**config.mk**
```make
export PLATFORM = sky130hd
export DESIGN_NAME = exResult
export DESIGN_NICKNAME = d
export VERILOG_FILES = /design/src/ex_defs.svh /design/src/exPkg.sv /design/src/exResult.sv
export SDC_FILE = /design/constraint.sdc
export NUM_CORES = 1
export LEC_CHECK = 0
export BUFFER_PORTS_ARGS = -buffer_cell sky130_fd_sc_hd__buf_2
export CORE_MARGIN = 2
export CORE_UTILIZATION = 42
export DETAILED_ROUTE_END_ITERATION = 12
export HOLD_SLACK_MARGIN = 0.1
export MAX_ROUTING_LAYER = met4
export PLACE_DENSITY = 0.86
export SYNTH_ARGS = -nofsm -noshare
export SYNTH_HDL_FRONTEND = slang
export SYNTH_SLANG_ARGS = --single-unit
```
**constraint.sdc**
```tcl
create_clock -name clk -period 6.03 [get_ports clk]
set_input_delay 0.3015 -clock clk [delete_from_list [all_inputs] [get_ports clk]]
set_output_delay 0.3015 -clock clk [all_outputs]
set_load 0.01 [all_outputs]
```
**src/ex_defs.svh**
```systemverilog
// instruction field, opcode/funct and mul/div latency macros, included by decoder, ALU, mul/div and testbench
`ifndef EX_DEFS_SVH
`define EX_DEFS_SVH

// instruction fields
`define OPCODE 31:26
`define RS     25:21
`define RT     20:16
`define RD     15:11
`define SHAMT  10:6
`define FUNCT  5:0
`define IMM    15:0      // sign/zero extension is done upstream

// opcodes
`define OP_SPECIAL 6'b000000   // R-type, look at funct
`define OP_ADDIU   6'b001001
`define OP_SLTI    6'b001010
`define OP_SLTIU   6'b001011
`define OP_ANDI    6'b001100
`define OP_ORI     6'b001101
`define OP_XORI    6'b001110
`define LDST_TOP   2'b10       // loads and stores are 10xxxx, address add

// funct codes, shift group
`define FN_SLL   6'b000000
`define FN_SRL   6'b000010
`define FN_SRA   6'b000011
`define FN_SLLV  6'b000100
`define FN_SRLV  6'b000110
`define FN_SRAV  6'b000111
// funct codes, mul/div group
`define FN_MFHI  6'b010000
`define FN_MTHI  6'b010001
`define FN_MFLO  6'b010010
`define FN_MTLO  6'b010011
`define FN_MULT  6'b011000
`define FN_MULTU 6'b011001
`define FN_DIV   6'b011010
`define FN_DIVU  6'b011011
// funct codes, arithmetic and logic
`define FN_ADDU  6'b100001
`define FN_SUB   6'b100011     // no overflow trap, behaves as subu
`define FN_AND   6'b100100
`define FN_OR    6'b100101
`define FN_XOR   6'b100110
`define FN_NOR   6'b100111
`define FN_SLT   6'b101010
`define FN_SLTU  6'b101011

// busy durations of the mul/div unit in cycles
`define MUL_CYCLES 4
`define DIV_CYCLES 12

`endif

```
**src/exPkg.sv**
```systemverilog
// control enums and packed bundles shared by the execute stage modules, referenced as exPkg::name
`default_nettype none

package exPkg;

    // ALU operation codes 0 to 10
    typedef enum logic [3:0] {
        ALU_ADD  = 4'd0,
        ALU_SUB  = 4'd1,
        ALU_AND  = 4'd2,
        ALU_OR   = 4'd3,
        ALU_NOR  = 4'd4,
        ALU_XOR  = 4'd5,
        ALU_SLL  = 4'd6,
        ALU_SRA  = 4'd7,
        ALU_SRL  = 4'd8,
        ALU_SLTU = 4'd9,
        ALU_SLT  = 4'd10
    } aluOpE;

    typedef enum logic {
        A_RS    = 1'b0,
        A_SHAMT = 1'b1     // zero-extended shamt, constant shifts
    } aSelE;

    // for shifts B is always rt, amount comes through A
    typedef enum logic [1:0] {
        B_RT         = 2'd0,
        B_SHIFTVAR   = 2'd1,  // rt shifted by rs[4:0]
        B_SHIFTCONST = 2'd2,  // rt shifted by shamt
        B_IMM        = 2'd3
    } bSelE;

    typedef enum logic [1:0] {
        RES_ALU    = 2'd0,
        RES_DO     = 2'd1,    // forwarded value already known
        RES_MULDIV = 2'd2     // HI or LO
    } resSelE;

    // bit order follows funct regularity of the mul/div group
    typedef struct packed {
        logic launch;       // mult/multu/div/divu
        logic divide;
        logic isUnsigned;
        logic moveTo;       // mthi/mtlo
        logic targetLo;     // LO side for moves and reads
    } mdCtrlT;

    typedef struct packed {
        aSelE   aSel;
        bSelE   bSel;
        resSelE resSel;
        aluOpE  aluOp;
        mdCtrlT md;
        logic   readsMd;    // mfhi/mflo
    } exCtrlT;

    // ID/EX bundle
    typedef struct packed {
        logic [31:0] inst;
        logic [31:0] rsVal;
        logic [31:0] rtVal;
        logic [31:0] immExt;
        logic [31:0] doVal;
    } exInT;

    // EX/MEM bundle
    typedef struct packed {
        logic [31:0] result;
        logic [4:0]  dest;
    } exOutT;

endpackage

`default_nettype wire

```
**src/exResult.sv**
```systemverilog
// result source select and EX/MEM register, one outValid pulse per accepted instruction
`timescale 1ns/1ps
`default_nettype none

module exResult (
    input  wire logic           clk,
    input  wire logic           arstN,
    input  wire logic           valid,
    input  wire logic           stall,     // from mul/div unit
    input  wire exPkg::resSelE  resSel,
    input  wire logic [31:0]    aluY,
    input  wire logic [31:0]    doVal,
    input  wire logic [31:0]    mdY,
    input  wire logic [4:0]     dest,
    output logic                accept,
    output logic                outValid,
    output exPkg::exOutT        out
);
    logic [31:0] resY;

    assign accept = valid && !stall;

    always_comb begin
        case (resSel)
            exPkg::RES_DO:     resY = doVal;
            exPkg::RES_MULDIV: resY = mdY;
            default:           resY = aluY;
        endcase
    end

    // pulse, cleared on any cycle without accept
    always_ff @(posedge clk or negedge arstN) begin
        if (!arstN) begin
            outValid <= 1'b0;
        end else begin
            outValid <= accept;
        end
    end

    // payload holds when nothing is accepted
    always_ff @(posedge clk) begin
        if (accept) begin
            out.result <= resY;
            out.dest   <= dest;
        end
    end

endmodule

`default_nettype wire

```
==> impl_metrics.yaml <==
run_status:
  status: "finished, final reports clean"
yosys:
  synthAdderAreaFrac_pct: 1.40
  yosysMostFrequentCell: "edfxtp_1"
  synth_compound_area_share_pct: 22.4
  netlist_area_um2: 1790
  synth_top_area_share_pct: 62.2
  synth_xor_xnor_area_share_pct: 0
  syn_area_per_cell_um2: 11.8
  yosysSeqAreaShare_pct: 63.6
  synth_ff_type: "edfxtp_1"
  netlist_instances: 152
  yosys.area.top_type: "edfxtp_1"
  yosys.area_share.simple_pct: 7.07
  synth-seq-cells: 38
  synth.area.mux_share_pct: 0
  async_reset_ff_share_pct: 2.63
  synth_common_cells: "37 x edfxtp_1, 32 x a22oi_1, 32 x nand2_1"
  yosysWarnings: 0
  synth_top_family_by_area: "compound AO/OA/AOI/OAI gates"
  synth_edf_count: 37
  yosys-top-cells-area: "edfxtp_1 62%, a22oi_1 13%, o21ai_1 8.4%"
  synth.distinct_cells: 12
  syn_nets: 261
route:
  dr_wl_met2_um: 2380
  wl_per_cell_um: 13.2
  routed_wl_um: 4520
  route.met3.wl_um: 282
  drt_iter0_drc: 157
  num_vias: 1700
  met1Wirelength_um: 1770
  antenna_left: 0
  remaining_drc_errors: 0
  top_layer: "met4"
  dr.pass1.iters: 4
  avgViaCountPerCell: 4.96
cells_and_area:
  drive_gt1_share_pct: 52.6
  nFillCells: 314
  area_growth_pct: 45.2
  final_area_um2: 2590
  final_nets: 401
  diodes: 0
clock_network:
  h-tree-depth: 2
  root_buffer: "clkbuf_8"
  clkSinkCount: 38
  cts_hold_buf: 1
  clockBufferDepth: 2
  cts_tree: "done"
  cts-buffers-inserted: 5
  clk_pin_slew_ps: 70
  cts_setup_buffers: 0
  ctsResizeCount: 0
power_and_ir_drop:
  vdd_drop_max_v: 0.000144
  power_density_nw_per_um2: 238
  total_power_mw: 0.616
  p_leak_nw: 1.16
timing:
  hold_violations: 0
  tightest_slew_ps: 1150
  fin_crit_sh_pct: 29.8
  maxSlewViolCount: 0
  setup_slack_ps: 4230
  max_freq_ghz: 0.556
  final.setup.tns_ps: 0
  finalCriticalPeriod_ps: 1800
  rsz0062_at_grt: "no"
  setup_viol: 0
  slew_headroom_pct: 23.1
job:
  max_cap_violations: 0
placed_design:
  dp_hpwl_um: 3300
  portBuffers: 145
  place_area_um2: 2490
  globalplace.congestion: 0.769
  place_ws_ps: 4030
global_route:
  grt_pass1_vias: 1704
  grt_pass1_wl_um: 7380
  grt_overflow: 0
  grt_max_degree: 65
  track_usage_pct: 19.8
  antenna_found_initial: 0
floorplanning:
  die_h_um: 69.2
  design.core.area_um2: 4060
  die_area_um2: 4790
  start_util_pct: 44.0
  rows: 23
  die_x_um: 69.2
  io_pins: 146
setup_path:
  critPathLaunchType: "input pin"
  end_kind: "output port"
  arrival_ps: 1500
  crit_type: "in2out"
  cp.required_ps: 5730
  crit_path_max_fanout: 39
hold_path:
  worstHoldPathType: "in2reg"
==> layout make-up <==
cell class / count / area [µm²] / area share [%]
timing repair buffer: 146 / 736 / 28.4
tap: 50 / 62.6 / 2.41
inverter: 2 / 7.51 / 0.289
clock inverter: 1 / 5.00 / 0.193
sequential: 38 / 1140 / 43.8
multi-input combinational: 99 / 562 / 21.6
clock buffer: 7 / 86.3 / 3.33
==> worst max-delay path, stage by stage <==
cell and delay, ps:
buf_2 110, nor2b_4 790, buf_2 280
==> worst paths after layout <==
kind                       depth (start not counted)            endpoint     from
min in group asynchronous                          2  outValid$_DFF_PN0_    arstN
max in group asynchronous                          2  outValid$_DFF_PN0_    arstN
worst min-delay path                               1    out[4]$_DFFE_PP_  dest[4]
worst max-delay path                               3              accept    stall
==> power breakdown <==
part | internal (mW) | leakage [nW] | total (mW) | switching [mW]
clock network | 0.0922 | 0.0482 | 0.174 | 0.0822
logic | 0.0561 | 0.767 | 0.121 | 0.0646
registers | 0.317 | 0.346 | 0.321 | 0.00441
total | 0.465 | 1.16 | 0.616 | 0.151
==> cell families after synthesis <==
| group | after synthesis |
|---|---|
| AND/OR/NAND/NOR | 33 |
| adder cells (fa/ha/maj) | 2 |
| buffers and inverters | 15 |
| flip-flops | 38 |
| AO/OA/AOI/OAI | 64 |
==> metal layers <==
| metal | up-vias | track usage [%] |
|---|---|---|
| met2 | 90 | 35.6 |
| met1 | 745 | 20.5 |
| met3 | 8 | 4.94 |
| met5 | - | - |
| met4 | 0 | 8.28 |
| li1 | 857 | - |
==> sequential cells by signal, indices dropped and copies added, names as in the netlist <==
name,flops
out,37
outValid,1
==> placed cells by master (no fill, tap or decap), drive strengths merged <==
cell	netlist	routed
buf	13	145
edfxtp	37	37
a22oi	32	32
nand2	32	32
o21ai	32	32
clkbuf	0	7
inv	2	2
ha	2	2
nor2b	1	1
clkinv	0	1
dlygate4sd3	0	1
dfrtp	1	1
==> through the flow <==
step	util, %	cells	hold WS, ps
floorplan	-	152	5.91
detailed placement	61.5	334	78.5
global placement	61.5	334	79.6
CTS	64.0	343	181
global route	64.0	343	177
finish	64.0	343	195
Power figures use the tool's default switching activity.
