--- src/ex_defs.svh ---
// instruction field, opcode/funct and mul/div latency macros, included by decoder, ALU, mul/div and testbench
`ifndef EX_DEFS_SVH
`define EX_DEFS_SVH

// instruction fields
`define OPCODE 31:26
`define RS     25:21
`define RT     20:16
`define RD     15:11
`define SHAMT  10:6
`define FUNCT  5:0
`define IMM    15:0      // sign/zero extension is done upstream

// opcodes
`define OP_SPECIAL 6'b000000   // R-type, look at funct
`define OP_ADDIU   6'b001001
`define OP_SLTI    6'b001010
`define OP_SLTIU   6'b001011
`define OP_ANDI    6'b001100
`define OP_ORI     6'b001101
`define OP_XORI    6'b001110
`define LDST_TOP   2'b10       // loads and stores are 10xxxx, address add

// funct codes, shift group
`define FN_SLL   6'b000000
`define FN_SRL   6'b000010
`define FN_SRA   6'b000011
`define FN_SLLV  6'b000100
`define FN_SRLV  6'b000110
`define FN_SRAV  6'b000111
// funct codes, mul/div group
`define FN_MFHI  6'b010000
`define FN_MTHI  6'b010001
`define FN_MFLO  6'b010010
`define FN_MTLO  6'b010011
`define FN_MULT  6'b011000
`define FN_MULTU 6'b011001
`define FN_DIV   6'b011010
`define FN_DIVU  6'b011011
// funct codes, arithmetic and logic
`define FN_ADDU  6'b100001
`define FN_SUB   6'b100011     // no overflow trap, behaves as subu
`define FN_AND   6'b100100
`define FN_OR    6'b100101
`define FN_XOR   6'b100110
`define FN_NOR   6'b100111
`define FN_SLT   6'b101010
`define FN_SLTU  6'b101011

// busy durations of the mul/div unit in cycles
`define MUL_CYCLES 4
`define DIV_CYCLES 12

`endif

--- src/exPkg.sv ---
// control enums and packed bundles shared by the execute stage modules, referenced as exPkg::name
`default_nettype none

package exPkg;

    // ALU operation codes 0 to 10
    typedef enum logic [3:0] {
        ALU_ADD  = 4'd0,
        ALU_SUB  = 4'd1,
        ALU_AND  = 4'd2,
        ALU_OR   = 4'd3,
        ALU_NOR  = 4'd4,
        ALU_XOR  = 4'd5,
        ALU_SLL  = 4'd6,
        ALU_SRA  = 4'd7,
        ALU_SRL  = 4'd8,
        ALU_SLTU = 4'd9,
        ALU_SLT  = 4'd10
    } aluOpE;

    typedef enum logic {
        A_RS    = 1'b0,
        A_SHAMT = 1'b1     // zero-extended shamt, constant shifts
    } aSelE;

    // for shifts B is always rt, amount comes through A
    typedef enum logic [1:0] {
        B_RT         = 2'd0,
        B_SHIFTVAR   = 2'd1,  // rt shifted by rs[4:0]
        B_SHIFTCONST = 2'd2,  // rt shifted by shamt
        B_IMM        = 2'd3
    } bSelE;

    typedef enum logic [1:0] {
        RES_ALU    = 2'd0,
        RES_DO     = 2'd1,    // forwarded value already known
        RES_MULDIV = 2'd2     // HI or LO
    } resSelE;

    // bit order follows funct regularity of the mul/div group
    typedef struct packed {
        logic launch;       // mult/multu/div/divu
        logic divide;
        logic isUnsigned;
        logic moveTo;       // mthi/mtlo
        logic targetLo;     // LO side for moves and reads
    } mdCtrlT;

    typedef struct packed {
        aSelE   aSel;
        bSelE   bSel;
        resSelE resSel;
        aluOpE  aluOp;
        mdCtrlT md;
        logic   readsMd;    // mfhi/mflo
    } exCtrlT;

    // ID/EX bundle
    typedef struct packed {
        logic [31:0] inst;
        logic [31:0] rsVal;
        logic [31:0] rtVal;
        logic [31:0] immExt;
        logic [31:0] doVal;
    } exInT;

    // EX/MEM bundle
    typedef struct packed {
        logic [31:0] result;
        logic [4:0]  dest;
    } exOutT;

endpackage

`default_nettype wire

--- src/exAlu.sv ---
// combinational ALU with operand selection, produces aluY for the result stage
`timescale 1ns/1ps
`default_nettype none
`include "ex_defs.svh"

module exAlu (
    input  wire exPkg::exCtrlT ctrl,
    input  wire logic [31:0]   rsVal,
    input  wire logic [31:0]   rtVal,
    input  wire logic [31:0]   immExt,
    input  wire logic [31:0]   inst,
    output logic [31:0]        y
);
    logic [31:0] a;
    logic [31:0] b;
    logic [4:0]  sh;      // shift amount, low bits of A

    // A is rs or zero-extended shamt
    assign a = (ctrl.aSel == exPkg::A_SHAMT) ? {27'b0, inst[`SHAMT]} : rsVal;

    // rt for R-type and both shift kinds
    assign b = (ctrl.bSel == exPkg::B_IMM) ? immExt : rtVal;

    assign sh = a[4:0];

    always_comb begin
        case (ctrl.aluOp)
            exPkg::ALU_ADD: begin
                y = a + b;
            end
            exPkg::ALU_SUB: begin
                y = a - b;          // wraps, no trap
            end
            exPkg::ALU_AND: begin
                y = a & b;
            end
            exPkg::ALU_OR: begin
                y = a | b;
            end
            exPkg::ALU_NOR: begin
                y = ~(a | b);
            end
            exPkg::ALU_XOR: begin
                y = a ^ b;
            end
            exPkg::ALU_SLL: begin
                y = b << sh;
            end
            exPkg::ALU_SRA: begin
                y = $signed(b) >>> sh;   // sign fill
            end
            exPkg::ALU_SRL: begin
                y = b >> sh;
            end
            exPkg::ALU_SLTU: begin
                y = {31'b0, a < b};
            end
            exPkg::ALU_SLT: begin
                y = {31'b0, $signed(a) < $signed(b)};
            end
            default: begin
                y = a + b;          // codes 11..15 unused
            end
        endcase
    end

endmodule

`default_nettype wire

--- config.mk ---
export PLATFORM = sky130hd
export DESIGN_NAME = exAlu
export DESIGN_NICKNAME = d
export VERILOG_FILES = /design/src/exPkg.sv /design/src/exAlu.sv
export VERILOG_INCLUDE_DIRS = /design/src /design/src/src
export SDC_FILE = /design/constraint.sdc
export NUM_CORES = 1
export LEC_CHECK = 0
export BUFFER_PORTS_ARGS = -buffer_cell sky130_fd_sc_hd__buf_2
export CAP_MARGIN = 10
export CORE_ASPECT_RATIO = 1.5
export CORE_MARGIN = 2
export CORE_UTILIZATION = 45
export DETAILED_ROUTE_END_ITERATION = 10
export PLACE_DENSITY_LB_ADDON = 0.1
export SLEW_MARGIN = 10
export SYNTH_ARGS = -nofsm -noshare
export SYNTH_HDL_FRONTEND = slang
export SYNTH_SLANG_ARGS = --single-unit
export TNS_END_PERCENT = 1
--- constraint.sdc ---
create_clock -name vclk -period 6.25
set_clock_uncertainty 0.05 [all_clocks]
set_input_delay 0 -clock vclk [all_inputs]
set_output_delay 0 -clock vclk [all_outputs]
set_load 0.01 [all_outputs]
==> results.toml <==
[min_path]
hp-class = "in -> out"
hp-start = "rsVal[30]"
whs_path_depth = 5

[setup_path]
path_cells = "buf_2 > nand2_4 > mux2i_1 > inv_1 > ha_1 > inv_1 > fa_1 > nor2b_1 > o31a_1 > o2111ai_1 > nor3b_1 > o221ai_1 > a21oi_1 > o21ai_0 > a22o_1 > a221oi_1 > buf_2"
cp-startpoint = "ctrl[12]"
crit_family = "compound AO/OA/AOI/OAI gates"
critPathSlowestCell = "nor3b_1"
path_buf_inv = 4
cpPeakStageDelay_ps = 550
critPathLaunchType = "input pin"
crit_required_ps = 6200
cp_data_arrival_time_ps = 4590
crit_type = "in -> out"
path_depth = 17
crit_path_end_kind = "primary output"
cp_max_fo = 29

[floorplanning]
initial_core_util = 0.455
die_y_um = 187
rows = 67
die_area_sq_mm = 0.0236
core-area_sq_mm = 0.0221
ios = 175
die_x_um = 126

[grt]
grt_overflow = 0
grt_pass1_wl_um = 71000
antenna_found_initial = 0
grt_max_degree = 61
grt_use_total = 0.381
grt_pass1_vias = 11530

[layout]
fin_area_sq_mm = 0.0109
drive_gt1_frac = 0.169
finalNetCount = 1747
ff_latch_area_sq_um = 0
num-clock-buffers = 0
area.growth.synth_to_final_pct = 8.52
fin_cells = 1779
antenna_cells = 0
fill_cells = 2366
seq_cells = 0

[clock_network]
postCtsSetupRepairBufs = 0
cts_hold_buf = 0
cts_resized = 0

[logic_synthesis]
yosysSeqAreaShare = 0
synthAdderAreaFrac = 0.124
synth-compound-area-share = 0.324
synth_top_family_by_area = "compound AO/OA/AOI/OAI gates"
synth_area_leaders = "mux2i_1 14%, ha_1 12%, mux4_2 8.9%"
synth_top_area_share = 0.137
synth_most_common_cell = "nand2_1"
synthXorXnorAreaFrac = 0.00174
syn_nets = 1678
syn_avg_cell_area_sq_um = 7.01
synth_cell_types = 81
ys_warn_count = 0
yosysTopAreaCell = "mux2i_1"
syn_inst = 1436
synthMuxAreaShare = 0.251
synthSimpleGateAreaFrac = 0.210
synth.cell_area_sq_mm = 0.0101
ys_top_cells_by_count = "164 x nand2_1, 138 x mux2i_1, 113 x a21oi_1, 111 x nor2_1, 97 x ha_1"

[placement]
placed_cells = 1779
placed_cell_area_sq_mm = 0.0109
gp_congestion = 1.03
io_buffers = 140
hpwlAfterDp_um = 36700

[sta]
max_freq_ghz = 0.215
slew_headroom = 0.294
rsz0062_at_grt = "false"
final_max_slew_viol_count = 0
fin_setup_tns_ps = 0
tightest_slew_ps = 1050
setup_viol = 0
period_minus_slack_ps = 4640
hold_violations = 0
fin_crit_sh = 0.743

[flow_run]
drv_cap = 0

[power_and_ir_drop]
irDropWorstVdd_v = 0.0000487
powerDensity_mw_per_mm2 = 120
p_leak_nw = 4.99

[detailed_routing]
dr_wl_met2_um = 21900
drt_iter0_drc = 1247
routed_wl_um = 47300
firstDrtPassIters = 6
highest_layer = "met4"
ant_nets = 0
drcViolationCount = 0
wl_met1_um = 18800
post_drt_via_cell_ratio = 6.92
vias = 12312
routedWlPerCell_um = 26.6
met3_length_um = 4030

[outcome]
status = "finished, final reports clean"
final timing paths:
kind and endpoint:
min y[30], max y[30]
cells by family (layout without fill, tap and decap cells):
group / Yosys count / count (layout)
xor gates and xnor gates: 2 / 2
adders and majority gates: 99 / 99
buffers and inverters: 207 / 274
muxes: 198 / 198
and+or+nand+nor: 456 / 456
AOI/OAI and AO/OA: 474 / 474
metrics by stage:
stage	utilization	power [mW]	hold WS [ps]	setup slack, ps
2_1_floorplan	-	0.846	309	2570
3_3_place_gp	0.494	1.27	618	1740
3_5_place_dp	0.494	1.27	619	1660
4_1_cts	0.494	1.28	624	1650
5_1_grt	0.494	1.40	712	1370
6_report	0.494	1.31	624	1610
where the power goes:
part           leakage, nW  total, mW  internal, mW  switching [mW]
clock                    0          0             0               0
combinational         4.99       1.31         0.468           0.844
sequential               0          0             0               0
total                 4.99       1.31         0.468           0.844
cell type report:
| type | count | area [sq um] | share of cell area |
|---|---|---|---|
| multi-input cells | 1229 | 9240 | 0.845 |
| repair buffers | 178 | 986 | 0.0902 |
| inverters | 96 | 363 | 0.0332 |
| well taps | 276 | 345 | 0.0316 |
per-layer routing:
metal / global-route usage / vias up
li1: - / 5561
met1: 0.514 / 5906
met2: 0.628 / 714
met3: 0.0286 / 131
met4: 0.154 / 0
met5: 0 / -
worst min-delay path, cell delays in order:
cell	delay (ps)
buf_2	90
nand2b_1	80
ha_1	250
a221oi_1	110
buf_2	140
layout by cell type (no fill, tap or decap), types with 6 or more instances in the layout:
cell       netlist  layout
mux2i_1        138     137
nor3b_1          6       6
o21ai_0         75      75
a22oi_1         12      11
o21a_1           9       9
o211ai_1        15      15
a221oi_1        30      30
o21bai_1        19      19
a211o_1          6       6
o31ai_1          6       6
nor4_1           8       8
or3_1            8       8
o221ai_1        18      18
buf_4            9      38
mux4_2          40      40
nor2_1         111     111
nand3_1         43      43
o22ai_1         18      18
mux2_2          15      13
and3_1          11      11
inv_1           93      93
nand2b_1        16      16
nand2_1        164     164
ha_1            97      97
a31oi_1         16      16
a221o_1         18      18
o2111ai_1       10      10
a21o_1          22      22
a211oi_1        29      29
buf_2           29     140
a21oi_1        113     113
nor3_1          30      29
nor2b_1         33      33
Power figures use the tool's default switching activity.
