<file path="src/ex_defs.svh">
// instruction field, opcode/funct and mul/div latency macros, included by decoder, ALU, mul/div and testbench
`ifndef EX_DEFS_SVH
`define EX_DEFS_SVH

// instruction fields
`define OPCODE 31:26
`define RS     25:21
`define RT     20:16
`define RD     15:11
`define SHAMT  10:6
`define FUNCT  5:0
`define IMM    15:0      // sign/zero extension is done upstream

// opcodes
`define OP_SPECIAL 6'b000000   // R-type, look at funct
`define OP_ADDIU   6'b001001
`define OP_SLTI    6'b001010
`define OP_SLTIU   6'b001011
`define OP_ANDI    6'b001100
`define OP_ORI     6'b001101
`define OP_XORI    6'b001110
`define LDST_TOP   2'b10       // loads and stores are 10xxxx, address add

// funct codes, shift group
`define FN_SLL   6'b000000
`define FN_SRL   6'b000010
`define FN_SRA   6'b000011
`define FN_SLLV  6'b000100
`define FN_SRLV  6'b000110
`define FN_SRAV  6'b000111
// funct codes, mul/div group
`define FN_MFHI  6'b010000
`define FN_MTHI  6'b010001
`define FN_MFLO  6'b010010
`define FN_MTLO  6'b010011
`define FN_MULT  6'b011000
`define FN_MULTU 6'b011001
`define FN_DIV   6'b011010
`define FN_DIVU  6'b011011
// funct codes, arithmetic and logic
`define FN_ADDU  6'b100001
`define FN_SUB   6'b100011     // no overflow trap, behaves as subu
`define FN_AND   6'b100100
`define FN_OR    6'b100101
`define FN_XOR   6'b100110
`define FN_NOR   6'b100111
`define FN_SLT   6'b101010
`define FN_SLTU  6'b101011

// busy durations of the mul/div unit in cycles
`define MUL_CYCLES 4
`define DIV_CYCLES 12

`endif

</file>
<file path="src/exPkg.sv">
// control enums and packed bundles shared by the execute stage modules, referenced as exPkg::name
`default_nettype none

package exPkg;

    // ALU operation codes 0 to 10
    typedef enum logic [3:0] {
        ALU_ADD  = 4'd0,
        ALU_SUB  = 4'd1,
        ALU_AND  = 4'd2,
        ALU_OR   = 4'd3,
        ALU_NOR  = 4'd4,
        ALU_XOR  = 4'd5,
        ALU_SLL  = 4'd6,
        ALU_SRA  = 4'd7,
        ALU_SRL  = 4'd8,
        ALU_SLTU = 4'd9,
        ALU_SLT  = 4'd10
    } aluOpE;

    typedef enum logic {
        A_RS    = 1'b0,
        A_SHAMT = 1'b1     // zero-extended shamt, constant shifts
    } aSelE;

    // for shifts B is always rt, amount comes through A
    typedef enum logic [1:0] {
        B_RT         = 2'd0,
        B_SHIFTVAR   = 2'd1,  // rt shifted by rs[4:0]
        B_SHIFTCONST = 2'd2,  // rt shifted by shamt
        B_IMM        = 2'd3
    } bSelE;

    typedef enum logic [1:0] {
        RES_ALU    = 2'd0,
        RES_DO     = 2'd1,    // forwarded value already known
        RES_MULDIV = 2'd2     // HI or LO
    } resSelE;

    // bit order follows funct regularity of the mul/div group
    typedef struct packed {
        logic launch;       // mult/multu/div/divu
        logic divide;
        logic isUnsigned;
        logic moveTo;       // mthi/mtlo
        logic targetLo;     // LO side for moves and reads
    } mdCtrlT;

    typedef struct packed {
        aSelE   aSel;
        bSelE   bSel;
        resSelE resSel;
        aluOpE  aluOp;
        mdCtrlT md;
        logic   readsMd;    // mfhi/mflo
    } exCtrlT;

    // ID/EX bundle
    typedef struct packed {
        logic [31:0] inst;
        logic [31:0] rsVal;
        logic [31:0] rtVal;
        logic [31:0] immExt;
        logic [31:0] doVal;
    } exInT;

    // EX/MEM bundle
    typedef struct packed {
        logic [31:0] result;
        logic [4:0]  dest;
    } exOutT;

endpackage

`default_nettype wire

</file>
<file path="src/exDecode.sv">
// combinational decoder turning the instruction word into the execute control bundle and dest register
`timescale 1ns/1ps
`default_nettype none
`include "ex_defs.svh"

module exDecode (
    input  wire logic [31:0] inst,
    input  wire logic        doReliable,
    output exPkg::exCtrlT    ctrl,
    output logic [4:0]       dest
);
    logic [5:0] opcode;
    logic [5:0] funct;
    logic       special;
    logic       shift;
    logic       mdGroup;

    assign opcode  = inst[`OPCODE];
    assign funct   = inst[`FUNCT];
    assign special = (opcode == `OP_SPECIAL);

    // shift funct is 000xyz with z=arith, y=right, x=variable; 000001/000101 unused
    assign shift   = special && (funct[5:3] == 3'b000) && (funct[1:0] != 2'b01);

    // mul/div group is 0100xx for moves and reads, 0110xx for launches
    assign mdGroup = special && (funct[5:4] == 2'b01) && !funct[2];

    always_comb begin
        ctrl = '0;

        // operand A is shamt only for constant shifts
        if (shift && !funct[2]) begin
            ctrl.aSel = exPkg::A_SHAMT;
        end else begin
            ctrl.aSel = exPkg::A_RS;
        end

        // operand B
        if (shift) begin
            if (funct[2]) begin
                ctrl.bSel = exPkg::B_SHIFTVAR;
            end else begin
                ctrl.bSel = exPkg::B_SHIFTCONST;
            end
        end else if (!special) begin
            ctrl.bSel = exPkg::B_IMM;      // every non-special op takes the immediate
        end else begin
            ctrl.bSel = exPkg::B_RT;
        end

        // ALU op; loads, stores and unknown codes fall back to add
        ctrl.aluOp = exPkg::ALU_ADD;
        if (shift) begin
            if (!funct[1]) begin
                ctrl.aluOp = exPkg::ALU_SLL;
            end else if (funct[0]) begin
                ctrl.aluOp = exPkg::ALU_SRA;
            end else begin
                ctrl.aluOp = exPkg::ALU_SRL;
            end
        end else if (special) begin
            case (funct)
                `FN_ADDU: ctrl.aluOp = exPkg::ALU_ADD;
                `FN_SUB:  ctrl.aluOp = exPkg::ALU_SUB;
                `FN_AND:  ctrl.aluOp = exPkg::ALU_AND;
                `FN_OR:   ctrl.aluOp = exPkg::ALU_OR;
                `FN_NOR:  ctrl.aluOp = exPkg::ALU_NOR;
                `FN_XOR:  ctrl.aluOp = exPkg::ALU_XOR;
                `FN_SLTU: ctrl.aluOp = exPkg::ALU_SLTU;
                `FN_SLT:  ctrl.aluOp = exPkg::ALU_SLT;
                default:  ctrl.aluOp = exPkg::ALU_ADD;
            endcase
        end else begin
            case (opcode)
                `OP_ADDIU: ctrl.aluOp = exPkg::ALU_ADD;
                `OP_ANDI:  ctrl.aluOp = exPkg::ALU_AND;
                `OP_ORI:   ctrl.aluOp = exPkg::ALU_OR;
                `OP_XORI:  ctrl.aluOp = exPkg::ALU_XOR;
                `OP_SLTIU: ctrl.aluOp = exPkg::ALU_SLTU;
                `OP_SLTI:  ctrl.aluOp = exPkg::ALU_SLT;
                default:   ctrl.aluOp = exPkg::ALU_ADD;   // lw/sw etc
            endcase
        end

        // mul/div controls straight from funct bits
        if (mdGroup) begin
            ctrl.md.launch     = funct[3];
            ctrl.md.divide     = funct[1];
            ctrl.md.isUnsigned = funct[0];
            ctrl.md.moveTo     = !funct[3] && funct[0];
            ctrl.md.targetLo   = funct[1];
            ctrl.readsMd       = !funct[3] && !funct[0];   // mfhi/mflo
        end

        // mfhi/mflo always from HI/LO, otherwise DO wins when it is already known
        if (ctrl.readsMd) begin
            ctrl.resSel = exPkg::RES_MULDIV;
        end else if (doReliable) begin
            ctrl.resSel = exPkg::RES_DO;
        end else begin
            ctrl.resSel = exPkg::RES_ALU;
        end
    end

    // launches write no register; R-type uses rd, the rest rt
    assign dest = (mdGroup && funct[3]) ? 5'd0 :
                  special               ? inst[`RD] : inst[`RT];

endmodule

`default_nettype wire

</file>
<file path="config.mk">
export PLATFORM = sky130hd
export DESIGN_NAME = exDecode
export DESIGN_NICKNAME = d
export VERILOG_FILES = /design/src/exPkg.sv /design/src/exDecode.sv
export VERILOG_INCLUDE_DIRS = /design/src /design/src/src
export SDC_FILE = /design/constraint.sdc
export NUM_CORES = 1
export LEC_CHECK = 0
export BUFFER_PORTS_ARGS = -buffer_cell sky130_fd_sc_hd__buf_2
export CAP_MARGIN = 5
export CORE_MARGIN = 5
export CORE_UTILIZATION = 37
export DETAILED_ROUTE_END_ITERATION = 12
export GPL_TIMING_DRIVEN = 0
export PLACE_DENSITY = 0.85
export RECOVER_POWER = 100
export SYNTH_ARGS = -nofsm -noshare
export SYNTH_HDL_FRONTEND = slang
export SYNTH_SLANG_ARGS = --single-unit
export TNS_END_PERCENT = 5
</file>
<file path="constraint.sdc">
create_clock -name vclk -period 1.62
set_input_delay 0.081 -clock vclk [all_inputs]
set_output_delay 0.081 -clock vclk [all_outputs]
set_load 0.005 [all_outputs]
</file>
==> flow_summary_export.csv, run 1 <==
group,metric,value,unit
outcome,status,"complete, no violations",
route,dr.pass1.iters,4,
finish,clkbuf_count,0,
route,routedWlPerCell,11.9,um
route,ant_nets,0,
worst_hold_path,holdPathEnd,"ctrl[9]",
timing,max_freq,653,MHz
pwr,peakVddDrop,0.0886,mV
logic_synthesis,yosysSeqAreaShare,0,
timing,finalCritPeriodShare,0.946,
route,routed_wl,1570,um
pwr,p_switching,0.0637,mW
timing,hold_viol,0,
critical_path,crit_path_start_kind,"input port",
pwr,p_leak,0.337,nW
flow_run,cap_violations,0,
clocking,holdBufCountCts,0,
route,vias,692,
timing,final.min_clock_period,1530,ps
finish,multi_input_area,428,um^2
critical_path,arrival,1450,ps
finish,drive_above_1_share,0.385,
pwr,switching_share,0.536,
pwr,power_frac_comb,1.000,
pwr,p_seq_frac,0,
finish,syn_to_final_growth,40.8,%
timing,worst_pin_slew,446,ps
global_routing,grt_use_total,0.131,
global_routing,grt_antenna_before_repair,0,
global_routing,grt_overflow,0,
logic_synthesis,synth_top_area_frac,0.0982,
timing,rsz0062_at_grt,"false",
floorplan,core_area,1280,um^2
placed_design,place.gp.congestion,0.792,
timing,tns,0,ps
logic_synthesis,synthTopCellsByArea,"nand2_1, nor2b_1, nor2_1",
route,routed_via_density,5.24,
global_routing,grt_max_degree,11,
global_routing,first_global_vias,541,
pwr,power.total,0.119,mW
placed_design,place.detailed.hpwl,1350,um
global_routing,grt_pass1_wl,2210,um
logic_synthesis,syn_nets,110,
floorplan,rows,13,
timing,finalSetupViolCount,0,
floorplan,initial_utilization,0.387,
clocking,post_cts.repair.setup_buffers,0,
critical_path,cp.required,1540,ps
pwr,clockPowerShare,0,
worst_hold_path,hp-start,"inst[30]",
worst_hold_path,whs_path_depth,3,
floorplan,die_w,46.6,um
finish,nNetsFinal,152,
pwr,internal-power,0.0552,mW
logic_synthesis,yosysWarnings,0,
logic_synthesis,netlist_area,497,um^2
logic_synthesis,synth_cell_types,37,
placed_design,port_buffers,40,
finish,nFlopsAndLatches,0,
critical_path,critical_path_class,"in2out",
timing,slew_viol_final,0,
critical_path,endpoint_kind,"output port",
floorplan,io_pins,53,
clocking,cts_resized,0,
route,drt_iter0_drc,6,
route,drc,0,
critical_path,critical_path.max_fanout,4,
logic_synthesis,synthCells,77,
finish,n_fill_cell,143,
finish,seq_area,0,um^2
finish,antenna_cells,0,
logic_synthesis,yosysTopAreaCell,"nand2_1",
floorplan,die_y,46.6,um
timing,relSlewSlack,0.701,
worst_hold_path,hold_class,"in2out",
pwr,p_per_area,170,nW/um^2
logic_synthesis,synth.avg_cell_area,6.45,um^2
floorplan,dieArea,2180,um^2
==> cells in the mapped netlist (all sizes together) <==
| cell | number |
|---|---|
| a211o | 1 |
| a21o | 2 |
| a21oi | 2 |
| a31o | 1 |
| a31oi | 2 |
| a32oi | 1 |
| and2 | 2 |
| and3b | 1 |
| buf | 6 |
| clkbuf | 1 |
| inv | 1 |
| nand2 | 13 |
| nand2b | 3 |
| nand3 | 3 |
| nand3b | 2 |
| nor2 | 7 |
| nor2b | 5 |
| nor3 | 5 |
| nor3b | 1 |
| nor4 | 1 |
| o21ai | 6 |
| o21bai | 1 |
| o2bb2ai | 1 |
| o31ai | 2 |
| o32ai | 1 |
| or2 | 1 |
| or3 | 2 |
| or4 | 1 |
| xnor2 | 1 |
| xor2 | 1 |
==> layer usage <==
layer / share of wire / global-route usage / vias to the layer above
li1: - / - / 355
met1: 0.36 / 0.145 / 301
met2: 0.50 / 0.277 / 36
met3: 0.14 / 0.00781 / 0
met4: 0 / 0 / 0
met5: 0 / 0 / -
==> critical path: stages <==
cell	delay, ps
buf_2	120
or3_1	420
nor4_2	310
nor3b_2	280
buf_4	140
buf_2	100
==> worst max path at each step <==
| stage | startpoint | endpoint | depth (start not counted) |
|---|---|---|---|
| after CTS | inst[28] | ctrl[11] | 6 |
| after floorplan | inst[28] | ctrl[11] | 5 |
| final | inst[31] | ctrl[11] | 6 |
| after global routing | inst[28] | ctrl[11] | 6 |
| after detailed placement | inst[31] | ctrl[11] | 6 |
| after global placement | inst[28] | ctrl[11] | 6 |
==> power groups by stage <==
stage	sequential, mW	combinational, mW	clock, mW
after floorplan	0	0.0635	0
after global routing	0	0.131	0
final	0	0.119	0
after CTS	0	0.121	0
after detailed placement	0	0.121	0
after global placement	0	0.116	0
==> cell families after synthesis <==
logic type / synth area share
xor+xnor: 0.0353
simple gates: 0.531
compound gates: 0.302
buf+inv: 0.131
==> cell usage in the layout, fill, tap and decap left out, drive strengths merged <==
cell type  count
nor2           7
xor2           1
or4            1
a31oi          2
nor3           5
a21oi          2
a31o           1
nand3b         2
o31ai          2
nor3b          1
and3b          1
xnor2          1
or2            1
o32ai          1
buf           35
nor4           1
nand3          3
a32oi          1
clkbuf        12
o21ai          6
o21bai         1
o2bb2ai        1
a211o          1
a21o           2
nand2         13
and2           2
nor2b          5
nand2b         3
or3            2
inv            1
==> metrics by stage <==
stage                     cell area (um^2)   util  hold slack [ps]  setup WS [ps]  cells
final                                  699  0.544              415           87.9    132
after global routing                   699  0.544              432           19.6    132
after CTS                              716  0.557              428           97.6    132
after detailed placement               716  0.557              428            102    132
after global placement                 716  0.557              424            140    132
after floorplan                        497      -              186            267     77
==> cell type report <==
| cell class | count | area share |
|---|---|---|
| timing repair buffer | 40 | 0.268 |
| multi-input combinational | 69 | 0.612 |
| buffer | 7 | 0.0877 |
| tap | 15 | 0.0268 |
| inverter | 1 | 0.00537 |
Power figures use the tool's default switching activity.
==> run 2: changes to the inputs <==
--- a/config.mk
+++ b/config.mk
@@ -14,6 +14,7 @@
 export GPL_TIMING_DRIVEN = 0
 export PLACE_DENSITY = 0.85
 export RECOVER_POWER = 100
+export SETUP_SLACK_MARGIN = 0.1
 export SYNTH_ARGS = -nofsm -noshare
 export SYNTH_HDL_FRONTEND = slang
 export SYNTH_SLANG_ARGS = --single-unit
==> run 2 against run 1 <==
Sequential cell count did not move; sequential share of layout area unchanged; non-clock buffer count increased by 1; combinational power up 7%; clock-buffer cell count stayed put; global-route usage grew 0.16 points; maximum frequency is 1.8% higher; cell area is 9.3% higher; cell count increased by 0.76%; setup slack improved by 27 ps; critical path depth unchanged; critical path type unchanged; total power grew 6.7%.
==> flow_summary_export.csv, run 2 (same netlist as run 1, synthesis figures left out) <==
group,metric,value,unit
outcome,status,"complete, no violations",
timing,worst_pin_slew,396,ps
finish,final_cells,133,
finish,layout_common_cells,"buf_2, nand2_1, clkbuf_1",
placed_design,dp.cells,132,
global_routing,grt_overflow,0,
finish,syn_to_final_growth,53.9,%
route,routedWlPerCell,12.8,um
floorplan,die_w,46.6,um
timing,hold_viol,0,
timing,rsz0062_at_grt,"true",
route,ant_nets,0,
finish,final_util,0.595,
route,vias,691,
critical_path,critical_path.max_fanout,8,
timing,finalCritPeriodShare,0.929,
global_routing,grt_max_degree,11,
timing,finalSetupViolCount,0,
global_routing,grt_use_total,0.132,
route,routed_wl,1700,um
pwr,internal-power,0.0586,mW
clocking,post_cts.repair.setup_buffers,0,
finish,clkbuf_count,0,
pwr,power.total,0.127,mW
worst_hold_path,hold_class,"in2out",
flow_run,cap_violations,0,
timing,final.min_clock_period,1510,ps
route,drt_iter0_drc,5,
pwr,p_leak,0.377,nW
floorplan,core_area,1280,um^2
finish,layout_commonest_cell,"buf_2",
placed_design,port_buffers,40,
placed_design,place.gp.congestion,0.792,
finish,drive_above_1_share,0.424,
critical_path,endpoint,"ctrl[11]",
floorplan,io_pins,53,
route,routed_via_density,5.20,
floorplan,rows,13,
pwr,p_switching,0.0684,mW
critical_path,setup.worst_path.start,"inst[28]",
global_routing,grt_pass1_wl,2240,um
pwr,clockPowerShare,0,
timing,tns,0,ps
floorplan,die_y,46.6,um
finish,seq_area,0,um^2
critical_path,endpoint_kind,"output port",
route,drc,0,
floorplan,initial_utilization,0.387,
finish,nNetsFinal,153,
finish,nFlopsAndLatches,0,
pwr,power_frac_comb,1.000,
timing,setup_ws,115,ps
placed_design,place.detailed.hpwl,1350,um
route,dr.pass1.iters,4,
timing,relSlewSlack,0.734,
placed_design,dpl_worst_slack,102,ps
timing,slew_viol_final,0,
clocking,holdBufCountCts,0,
pwr,p_seq_frac,0,
critical_path,arrival,1420,ps
critical_path,cp.required,1540,ps
timing,max_freq,664,MHz
pwr,switching_share,0.538,
pwr,peakVddDrop,0.0887,mV
critical_path,critical_path_class,"in2out",
global_routing,first_global_vias,544,
finish,antenna_cells,0,
floorplan,dieArea,2180,um^2
pwr,p_per_area,166,nW/um^2
critical_path,crit_path_start_kind,"input port",
global_routing,grt_antenna_before_repair,0,
-- run 2: power by group through the flow --
| stage | combinational, mW | clock [mW] | sequential, mW |
|---|---|---|---|
| 2_1_floorplan | 0.0635 | 0 | 0 |
| 3_3_place_gp | 0.116 | 0 | 0 |
| 3_5_place_dp | 0.121 | 0 | 0 |
| 4_1_cts | 0.123 | 0 | 0 |
| 5_1_grt | 0.139 | 0 | 0 |
| 6_report | 0.127 | 0 | 0 |
-- run 2: routing by layer --
layer / track usage / routed length, um / vias up
met5: 0 / 0 / -
met2: 0.277 / 881 / 29
met4: 0 / 0 / 0
li1: - / - / 357
met1: 0.150 / 656 / 305
met3: 0.00781 / 161 / 0
-- run 2: stage by stage --
stage / cell area, um^2 / hold slack [ps]
floorplan: 497 / 186
global placement: 716 / 424
detailed placement: 716 / 428
CTS: 724 / 428
global route: 764 / 388
finish: 764 / 377
-- run 2: layout make-up --
class	instances	area, um^2
multi-input combinational	69	453
buffer	7	61.3
timing repair buffer	41	228
inverter	1	3.75
tap	15	18.8
fill	140	520
-- run 2: worst min path at each step --
stage,startpoint,end,slack (ps),cells after the start
after floorplan,inst[2],ctrl[14],190,1
after global placement,inst[18],dest[2],420,4
after detailed placement,inst[18],dest[2],430,4
after CTS,inst[18],dest[2],430,4
after global routing,inst[30],ctrl[9],390,3
final,inst[30],ctrl[9],380,3
-- run 2: critical path, stage by stage --
cell      delay (ps)
clkbuf_2         140
or3_1            410
nor4_4           270
nor3b_2          260
clkbuf_4         170
buf_6             80
-- run 2: timing repair --
action | CTS | global route
endpoints found under the hold margin | 0 | 0
endpoints found under the setup margin | 1 | 11
gates cloned | 0 | 1
pin swaps | 0 | 3
resized for setup | 1 | 8
